$ cat src/rtl/fir_config.svh
`ifndef FIR_CONFIG_SVH
`define FIR_CONFIG_SVH

// sample and coefficient widths
`define FIR_DATA_WIDTH 14
`define FIR_COEF_WIDTH 18
// four multipliers, two phases each
`define FIR_DSP_NR 4
`define FIR_TM 2
`define FIR_COEFS_NR 8
// product sums and accumulator
`define FIR_ACC_WIDTH 36
// coefficients are Q1.17 fractions, range -1 up to just below 1
`define FIR_COEF_FRAC 17

// bus geometry
`define AXI_DATA_WIDTH 32
`define AXI_ADDR_WIDTH 16
`define ADDR_LSB 2

// word addresses of the register map
`define REG_ID 0
`define REG_VERSION 1
`define REG_TAPS 2
`define REG_SWITCHES 3
`define REG_COEF_BASE 4

// bits of the switch register
`define SWITCH_FIR_EN 0

`endif

$ cat src/rtl/fir_pkg.sv
`include "fir_config.svh"

package fir_pkg;

	// signed datapath words
	typedef logic signed [`FIR_DATA_WIDTH-1:0] sample_t;
	typedef logic signed [`FIR_COEF_WIDTH-1:0] coef_t;
	typedef logic signed [`FIR_ACC_WIDTH-1:0] acc_t;

	// bus side words
	typedef logic [`AXI_DATA_WIDTH-1:0] axi_word_t;
	// byte offset stripped
	typedef logic [`AXI_ADDR_WIDTH-`ADDR_LSB-1:0] reg_addr_t;

	// sequencer states
	typedef enum logic [1:0] {
		PH_IDLE,
		PH_MAC,
		PH_OUT
	} phase_t;

	// ascii "FIR8", first letter in the top byte
	localparam axi_word_t FIR_ID_WORD = 32'h4649_5238;
	localparam axi_word_t FIR_VERSION_WORD = 32'd1;

endpackage

$ cat src/rtl/fir_if.sv
`include "fir_config.svh"

// register requests from the bus slave to the register map
interface reg_bus_if;
	import fir_pkg::*;

	logic wr_en;
	reg_addr_t wr_addr;
	axi_word_t wr_data;
	logic rd_en;
	reg_addr_t rd_addr;
	// combinational answer to rd_addr
	axi_word_t rd_data;

	modport master (output wr_en, output wr_addr, output wr_data,
		output rd_en, output rd_addr, input rd_data);
	modport slave (input wr_en, input wr_addr, input wr_data,
		input rd_addr, output rd_data);
endinterface

// one phase worth of taps between sequencer and multiplier bank
interface mac_if (input logic S_AXI_ACLK);
	import fir_pkg::*;

	sample_t samples [`FIR_DSP_NR];
	coef_t coefs [`FIR_DSP_NR];
	// sum of products, one cycle behind the slices
	acc_t sum;

	modport seq (output samples, output coefs, input sum);
	modport array (input S_AXI_ACLK, input samples, input coefs, output sum);
endinterface

$ cat src/rtl/axi_lite_slave.sv
`include "fir_config.svh"

module axi_lite_slave (
	input  logic S_AXI_ACLK,
	input  logic S_AXI_ARESETN,
	input  logic [`AXI_ADDR_WIDTH-1:0] i_awaddr,
	input  logic i_awvalid,
	output logic o_awready,
	input  fir_pkg::axi_word_t i_wdata,
	input  logic i_wvalid,
	output logic o_wready,
	output logic o_bvalid,
	output logic [1:0] o_bresp,
	input  logic i_bready,
	input  logic [`AXI_ADDR_WIDTH-1:0] i_araddr,
	input  logic i_arvalid,
	output logic o_arready,
	output logic o_rvalid,
	output logic [1:0] o_rresp,
	output fir_pkg::axi_word_t o_rdata,
	input  logic i_rready,
	reg_bus_if.master bus
);
	import fir_pkg::*;

	logic wr_pending;
	logic aw_start;
	logic ar_start;
	reg_addr_t aw_word;
	reg_addr_t ar_word;

	// address and data must both be offered, one write at a time
	assign aw_start = i_awvalid && i_wvalid && !wr_pending;
	// no new read while a response is still waiting
	assign ar_start = !o_arready && i_arvalid && !o_rvalid;

	always_ff @(posedge S_AXI_ACLK) begin
		if (!S_AXI_ARESETN) begin
			o_awready <= 1'b0;
			o_wready <= 1'b0;
			wr_pending <= 1'b0;
		end else begin
			// both ready lines pulse together
			o_awready <= aw_start;
			o_wready <= aw_start;
			// busy until the response is taken
			if (aw_start) begin
				wr_pending <= 1'b1;
			end else if (o_bvalid && i_bready) begin
				wr_pending <= 1'b0;
			end
		end
	end

	// word address of the write
	always_ff @(posedge S_AXI_ACLK) begin
		if (aw_start) begin
			aw_word <= i_awaddr[`AXI_ADDR_WIDTH-1:`ADDR_LSB];
		end
	end

	// register write lands in the ready cycle
	assign bus.wr_en = o_awready && i_awvalid && o_wready && i_wvalid;
	assign bus.wr_addr = aw_word;
	assign bus.wr_data = i_wdata;

	always_ff @(posedge S_AXI_ACLK) begin
		if (!S_AXI_ARESETN) begin
			o_bvalid <= 1'b0;
		end else if (bus.wr_en) begin
			o_bvalid <= 1'b1;
		end else if (i_bready) begin
			o_bvalid <= 1'b0;
		end
	end

	always_ff @(posedge S_AXI_ACLK) begin
		if (!S_AXI_ARESETN) begin
			o_arready <= 1'b0;
			o_rvalid <= 1'b0;
		end else begin
			o_arready <= ar_start;
			// data valid the cycle after the address is taken
			if (bus.rd_en) begin
				o_rvalid <= 1'b1;
			end else if (i_rready) begin
				o_rvalid <= 1'b0;
			end
		end
	end

	always_ff @(posedge S_AXI_ACLK) begin
		if (ar_start) begin
			ar_word <= i_araddr[`AXI_ADDR_WIDTH-1:`ADDR_LSB];
		end
		// capture the map answer
		if (bus.rd_en) begin
			o_rdata <= bus.rd_data;
		end
	end

	assign bus.rd_en = o_arready && i_arvalid;
	assign bus.rd_addr = ar_word;

	// always OKAY
	assign o_bresp = 2'b00;
	assign o_rresp = 2'b00;

endmodule

$ cat src/rtl/fir_mac_array.sv
`include "fir_config.svh"

module fir_mac_array (
	mac_if.array mac
);
	import fir_pkg::*;

	acc_t prod_sum;

	// adder tree over all multipliers of one phase
	always_comb begin
		prod_sum = '0;
		for (int k = 0; k < `FIR_DSP_NR; k++) begin
			// widen first so the product keeps all bits
			prod_sum = prod_sum + acc_t'(mac.samples[k]) * acc_t'(mac.coefs[k]);
		end
	end

	// one register stage, new slice every cycle
	always_ff @(posedge mac.S_AXI_ACLK) begin
		mac.sum <= prod_sum;
	end

endmodule

$ cat src/rtl/fir_regs.sv
`include "fir_config.svh"

module fir_regs (
	input  logic S_AXI_ACLK,
	input  logic S_AXI_ARESETN,
	reg_bus_if.slave bus,
	output logic o_fir_en,
	output fir_pkg::coef_t o_coefs [`FIR_COEFS_NR]
);
	import fir_pkg::*;

	axi_word_t switches;
	coef_t coefs [`FIR_COEFS_NR];

	// switch word, cleared on reset
	always_ff @(posedge S_AXI_ACLK) begin
		if (!S_AXI_ARESETN) begin
			switches <= '0;
		end else if (bus.wr_en && bus.wr_addr == reg_addr_t'(`REG_SWITCHES)) begin
			switches <= bus.wr_data;
		end
	end

	// low 18 bits taken as the signed coefficient
	always_ff @(posedge S_AXI_ACLK) begin
		if (bus.wr_en) begin
			for (int k = 0; k < `FIR_COEFS_NR; k++) begin
				if (bus.wr_addr == reg_addr_t'(`REG_COEF_BASE + k)) begin
					coefs[k] <= coef_t'(bus.wr_data[`FIR_COEF_WIDTH-1:0]);
				end
			end
		end
	end

	// read mux, unmapped words give zero
	always_comb begin
		case (bus.rd_addr)
			reg_addr_t'(`REG_ID): bus.rd_data = FIR_ID_WORD;
			reg_addr_t'(`REG_VERSION): bus.rd_data = FIR_VERSION_WORD;
			reg_addr_t'(`REG_TAPS): bus.rd_data = axi_word_t'(`FIR_COEFS_NR);
			reg_addr_t'(`REG_SWITCHES): bus.rd_data = switches;
			default: bus.rd_data = '0;
		endcase
		// coefficients read back sign extended
		for (int k = 0; k < `FIR_COEFS_NR; k++) begin
			if (bus.rd_addr == reg_addr_t'(`REG_COEF_BASE + k)) begin
				bus.rd_data = {{(`AXI_DATA_WIDTH-`FIR_COEF_WIDTH){coefs[k][`FIR_COEF_WIDTH-1]}},
					coefs[k]};
			end
		end
	end

	assign o_fir_en = switches[`SWITCH_FIR_EN];
	assign o_coefs = coefs;

endmodule

$ cat src/rtl/fir_sequencer.sv
`include "fir_config.svh"

module fir_sequencer (
	input  logic S_AXI_ACLK,
	input  logic S_AXI_ARESETN,
	input  logic i_sample_valid,
	input  fir_pkg::sample_t i_sample,
	input  logic i_fir_en,
	input  fir_pkg::coef_t i_coefs [`FIR_COEFS_NR],
	output logic o_sample_credit,
	output logic o_sample_valid,
	output fir_pkg::sample_t o_sample,
	mac_if.seq mac
);
	import fir_pkg::*;

	localparam int PH_W = $clog2(`FIR_TM);

	phase_t state;
	logic [PH_W-1:0] phase_cnt;
	// source owns a credit
	logic credit_held;
	logic accept;
	// a product sum arrives this cycle
	logic mac_pending;
	// hist[0] is the newest sample
	sample_t hist [`FIR_COEFS_NR];
	acc_t acc;
	acc_t acc_next;

	// samples without a credit are dropped
	assign accept = credit_held && i_sample_valid;
	assign acc_next = mac_pending ? acc + mac.sum : acc;

	// phase p feeds taps p*dsp_nr and up
	always_comb begin
		for (int j = 0; j < `FIR_DSP_NR; j++) begin
			mac.samples[j] = hist[int'(phase_cnt) * `FIR_DSP_NR + j];
			mac.coefs[j] = i_coefs[int'(phase_cnt) * `FIR_DSP_NR + j];
		end
	end

	always_ff @(posedge S_AXI_ACLK) begin
		if (!S_AXI_ARESETN) begin
			state <= PH_IDLE;
			phase_cnt <= '0;
			credit_held <= 1'b0;
			o_sample_credit <= 1'b0;
			o_sample_valid <= 1'b0;
			mac_pending <= 1'b0;
		end else begin
			o_sample_credit <= 1'b0;
			o_sample_valid <= 1'b0;
			// bank answers one cycle after each issued phase
			mac_pending <= (state == PH_MAC);
			case (state)
				PH_IDLE: begin
					// first credit after reset
					if (!credit_held) begin
						o_sample_credit <= 1'b1;
						credit_held <= 1'b1;
					end else if (accept && i_fir_en) begin
						credit_held <= 1'b0;
						phase_cnt <= '0;
						state <= PH_MAC;
					end else if (accept) begin
						// bypass, credit comes straight back
						o_sample_valid <= 1'b1;
						o_sample_credit <= 1'b1;
					end
				end
				PH_MAC: begin
					phase_cnt <= phase_cnt + 1'b1;
					if (phase_cnt == PH_W'(`FIR_TM - 1)) begin
						state <= PH_OUT;
					end
				end
				PH_OUT: begin
					// last sum is in, result and credit together
					o_sample_valid <= 1'b1;
					o_sample_credit <= 1'b1;
					credit_held <= 1'b1;
					state <= PH_IDLE;
				end
				default: state <= PH_IDLE;
			endcase
		end
	end

	// delay line, emptied while the filter is off
	always_ff @(posedge S_AXI_ACLK) begin
		if (!S_AXI_ARESETN || !i_fir_en) begin
			for (int k = 0; k < `FIR_COEFS_NR; k++) begin
				hist[k] <= '0;
			end
		end else if (accept) begin
			hist[0] <= i_sample;
			for (int k = 1; k < `FIR_COEFS_NR; k++) begin
				hist[k] <= hist[k-1];
			end
		end
	end

	always_ff @(posedge S_AXI_ACLK) begin
		if (accept) begin
			acc <= '0;
		end else begin
			acc <= acc_next;
		end
		if (accept && !i_fir_en) begin
			o_sample <= i_sample;
		end else if (state == PH_OUT) begin
			// drop fraction bits, keep the low 14
			o_sample <= sample_t'(acc_next >>> `FIR_COEF_FRAC);
		end
	end

endmodule

$ cat src/rtl/fir_top.sv
`include "fir_config.svh"

module fir_top (
	input  logic S_AXI_ACLK,
	input  logic S_AXI_ARESETN,
	input  logic [`AXI_ADDR_WIDTH-1:0] i_awaddr,
	input  logic i_awvalid,
	output logic o_awready,
	input  fir_pkg::axi_word_t i_wdata,
	input  logic i_wvalid,
	output logic o_wready,
	output logic o_bvalid,
	output logic [1:0] o_bresp,
	input  logic i_bready,
	input  logic [`AXI_ADDR_WIDTH-1:0] i_araddr,
	input  logic i_arvalid,
	output logic o_arready,
	output logic o_rvalid,
	output logic [1:0] o_rresp,
	output fir_pkg::axi_word_t o_rdata,
	input  logic i_rready,
	input  logic i_sample_valid,
	input  fir_pkg::sample_t i_sample,
	output logic o_sample_credit,
	output logic o_sample_valid,
	output fir_pkg::sample_t o_sample
);
	import fir_pkg::*;

	logic fir_en;
	coef_t coefs [`FIR_COEFS_NR];

	reg_bus_if u_reg_bus ();
	mac_if u_mac_if (.S_AXI_ACLK(S_AXI_ACLK));

	// bus side
	axi_lite_slave u_axi_lite_slave (
		.S_AXI_ACLK(S_AXI_ACLK),
		.S_AXI_ARESETN(S_AXI_ARESETN),
		.i_awaddr(i_awaddr),
		.i_awvalid(i_awvalid),
		.o_awready(o_awready),
		.i_wdata(i_wdata),
		.i_wvalid(i_wvalid),
		.o_wready(o_wready),
		.o_bvalid(o_bvalid),
		.o_bresp(o_bresp),
		.i_bready(i_bready),
		.i_araddr(i_araddr),
		.i_arvalid(i_arvalid),
		.o_arready(o_arready),
		.o_rvalid(o_rvalid),
		.o_rresp(o_rresp),
		.o_rdata(o_rdata),
		.i_rready(i_rready),
		.bus(u_reg_bus.master)
	);

	fir_regs u_fir_regs (
		.S_AXI_ACLK(S_AXI_ACLK),
		.S_AXI_ARESETN(S_AXI_ARESETN),
		.bus(u_reg_bus.slave),
		.o_fir_en(fir_en),
		.o_coefs(coefs)
	);

	// filter core
	fir_sequencer u_fir_sequencer (
		.S_AXI_ACLK(S_AXI_ACLK),
		.S_AXI_ARESETN(S_AXI_ARESETN),
		.i_sample_valid(i_sample_valid),
		.i_sample(i_sample),
		.i_fir_en(fir_en),
		.i_coefs(coefs),
		.o_sample_credit(o_sample_credit),
		.o_sample_valid(o_sample_valid),
		.o_sample(o_sample),
		.mac(u_mac_if.seq)
	);

	fir_mac_array u_fir_mac_array (
		.mac(u_mac_if.array)
	);

endmodule

$ cat config.mk
export PLATFORM = sky130hd
export DESIGN_NAME = fir_top
export DESIGN_NICKNAME = d
export VERILOG_FILES = /design/src/rtl/fir_pkg.sv /design/src/rtl/fir_if.sv /design/src/rtl/axi_lite_slave.sv /design/src/rtl/fir_mac_array.sv /design/src/rtl/fir_regs.sv /design/src/rtl/fir_sequencer.sv /design/src/rtl/fir_top.sv
export VERILOG_INCLUDE_DIRS = /design/src /design/src/rtl
export SDC_FILE = /design/constraint.sdc
export NUM_CORES = 2
export LEC_CHECK = 0
export BUFFER_PORTS_ARGS = -buffer_cell sky130_fd_sc_hd__buf_4
export CAP_MARGIN = 20
export CORE_MARGIN = 5
export CORE_UTILIZATION = 66
export DETAILED_ROUTE_END_ITERATION = 7
export PLACE_DENSITY_LB_ADDON = 0.05
export SLEW_MARGIN = 15
export SYNTH_ARGS = -nofsm -noshare
export SYNTH_HDL_FRONTEND = slang
export SYNTH_SLANG_ARGS = --single-unit
$ cat constraint.sdc
create_clock -name S_AXI_ACLK -period 11.2 [get_ports S_AXI_ACLK]
set_input_delay 2.8 -clock S_AXI_ACLK [delete_from_list [all_inputs] [get_ports S_AXI_ACLK]]
set_output_delay 2.8 -clock S_AXI_ACLK [all_outputs]
set_load 0.01 [all_outputs]
==> flow_summary.ini <==
[pwr]
vdd_ir_drop_max_uv = 119
p_leak_uw = 0.0289
pwr_density_cell_mw_per_mm2 = 55.0
power_uw = 3430

[cells_and_area]
nNetsFinal = 7555
multiInputGateArea_mm2 = 0.0401
regArea_mm2 = 0.0121
syn_to_final_growth_pct = 8.99
n_fill_cell = 6573
design_area_mm2 = 0.0624
drive_gt1_share_pct = 9.61

[die]
rows = 108
dieHeight_um = 305
die_w_um = 305
boundaryPins = 143
start_util_pct = 66.2
coreArea_mm2 = 0.0865
fp.dieArea_mm2 = 0.0927

[grt]
grt_use_met1_pct = 50.1
grtUsageTotal_pct = 37.7
grt_pass1_vias = 44500
grt_pass1_wl_um = 264000
gr-total-overflow = 0
grt_util_met2_pct = 57.9
grt_antenna_before_repair = 13
grt_max_degree = 87
top_usage_layer = met2
grt_use_met3_pct = 10.2

[detailed_routing]
drt-initial-drc-count = 4372
drt-pass1-iter-count = 6
wl_per_cell_um = 23.7
ant_nets = 0
routed_via_density = 5.88
vias = 43000
drt-total-wl_um = 173000
drc_errors = 0

[timing]
slew-limit-headroom_pct = 20.9
setup_viol = 0
fmax_ghz = 0.0940
skew_ns = 0.0644
finalSetupTns_ns = 0
grt_setup_unrepaired = false
finalCriticalPeriod_ns = 10.63
fin_crit_sh_pct = 95.0
finalHoldViolations = 0
worst_slew_pin_slew_ns = 1.15
drv_slew = 0

[placement]
gp_congestion = 1.03
dpl_cell_area_mm2 = 0.0607
io_buffer_count = 134
post-dp-hpwl_um = 143000

[clock_network]
numClockSinks = 437
cts_htree_levels = 2
postCtsSetupRepairBufs = 0
cts_resized = 0
worstSkewPairLatency_ns = 0.64
numCtsBuffers = 46
clockRootBuffer = clkbuf_16
cts_hold_buf = 0
clockBufferDepth = 3
cts_tree = yes
clkTransAtPathRegs_ns = 0.06

[logic_synthesis]
ys.flop_type = edfxtp_1
netlist-cell-type-count = 85
yosys.area_share.simple_pct = 12.6
synthCells = 5857
synth_warnings = 0
synthArstFlopShare_pct = 0
synth_compound_area_share_pct = 6.23
ys_seq_area_share_pct = 21.0
yosys.area_share.adder_pct = 43.1
synthXorXnorAreaFrac_pct = 2.99
syn_area_mm2 = 0.0573
synth_top_family_by_area = adder cells
synth-edff-count = 330
synth.avg_cell_area_um2 = 9.78
synthMuxAreaShare_pct = 5.05
ys_ff_latch = 437

[setup_path]
worst-path-buf-inv = 9
rrSetupSlack_ns = 0.57
required_ns = 11.70
setup.worst_path.start_class = flop
critPathMaxStageDelay_ns = 0.87
slowest_stage = dfxtp_4
crit_fanout = 41
critPathCaptureType = flop
crit_type = reg -> reg
cp_top_family = adder cells
path_common_cell = fa_1
crit_arrival_ns = 11.14

[outcome]
status = finished, final reports clean

[job]
max-cap-violations = 0

[worst_hold_path]
min_path_type = reg -> reg
-- synthesized netlist by cell type (6+ instances only) --
master    instances  area (um2)
o21bai_1         23         173
mux2_2          110        1240
dfxtp_1         107        2140
mux2i_1         144        1440
a31oi_1          19         119
a21o_1           50         375
nor2b_1          26         163
o21ai_0         103         515
fa_1           1013       20300
a22oi_1          24         180
nand2b_1         45         282
o21ai_1           7        35.0
nand4_1          16         100
or2_2            17         106
nor4_1            8        50.1
xor2_1           56         490
a222oi_1          9        90.1
mux4_2            7         158
or3_1            10        62.6
nand2_1         644        2420
and3_1           42         263
a31o_2            6        52.6
o21a_1           30         225
a21oi_1         152         761
and2_1           96         601
nor3b_1          10        75.1
nor2_1          694        2610
a21boi_0         42         315
a211oi_1         13        97.6
nor3_1           34         170
a221oi_1          6        52.6
clkbuf_1        119         447
ha_1            352        4400
inv_1          1217        4570
xnor2_1         137        1200
edfxtp_1        330        9910
buf_1            18        67.6
nand3_1          31         155
-- kinds of logic after synthesis --
family,count (synthesis)
AOI/OAI and AO/OA,543
xor gates and xnor gates,194
adders and majority gates,1365
buffers and inverters,1361
DFF,437
muxes,265
other,1
and+or+nand+nor,1691
-- power breakdown --
group	leakage [uW]	internal [uW]	total, uW	switching (uW)
clock network	0.000774	893	1600	707
registers	0.00429	1740	1750	8.26
logic	0.0238	35.1	82.0	46.8
-- final timing paths --
path,startpoint,to,cells past startpoint
setup / recovery,u_fir_sequencer.phase_cnt,u_fir_mac_array.mac.sum[30],36
setup reg to reg,u_fir_sequencer.phase_cnt,u_fir_mac_array.mac.sum[30],36
hold reg to reg,u_fir_regs.switches[10],u_fir_regs.switches[10],2
hold / removal,u_fir_regs.switches[10],u_fir_regs.switches[10],2
-- tightest hold or removal path, cell delays in order, from the launching register on --
cell	delay [ns]
dfxtp_1	0.31
nand2_1	0.05
a21boi_0	0.06
-- placed cells by master, fill, tap and decap left out, drive strengths merged, types with 31 or more instances in the layout --
cell    count
xor2       56
ha        352
and3       42
o21ai     113
mux2i     148
edfxtp    330
and2       96
nor3       36
xnor2     137
nand3      31
buf       340
fa       1013
nor2      694
a21o       50
clkbuf     60
nand2     644
mux2      110
a21oi     153
inv      1223
a21boi     44
nand2b     45
dfxtp     107
-- registers in the layout, indices dropped and copies added, names as in the netlist, 2 cells and up, named ones only --
name and flops:
u_fir_regs.o_coefs 144, u_fir_sequencer.hist 112, u_axi_lite_slave.o_rdata 32, u_fir_regs.switches 32, u_fir_mac_array.mac.sum 31, u_fir_sequencer.acc 31, u_axi_lite_slave.bus.rd_addr 14, u_axi_lite_slave.bus.wr_addr 14
u_fir_sequencer.o_sample 14, u_fir_sequencer.state 2
-- final cells by class --
cell class	count	share of cell area (%)
well taps	1155	2.32
clock buffers	60	2.05
diodes	7	0.0281
inverters	1217	7.32
flip-flops and latches	437	19.3
clock inverters	25	0.487
multi-input cells	4062	64.3
repair buffers	340	4.15
-- layer usage --
| metal | wire length [um] | vias to the layer above | part of all wire, % |
|---|---|---|---|
| li1 | - | 18700 | - |
| met1 | 63600 | 21600 | 37 |
| met2 | 77300 | 2197 | 45 |
| met3 | 20500 | 442 | 12 |
| met4 | 11200 | 6 | 6.5 |
| met5 | 45 | - | 0.026 |
-- stage by stage --
step	utilization (%)	setup WS, ns	hold slack [ns]	std cells
finish	72.2	0.565	0.467	7303
global route	72.1	0.0557	0.486	7300
CTS	72.1	0.758	0.468	7291
detailed placement	70.2	0.743	0.459	7206
global placement	70.2	0.844	0.449	7204
floorplan	-	1.27	0.439	5860
No activity file was read; power rests on OpenSTA's default activity.
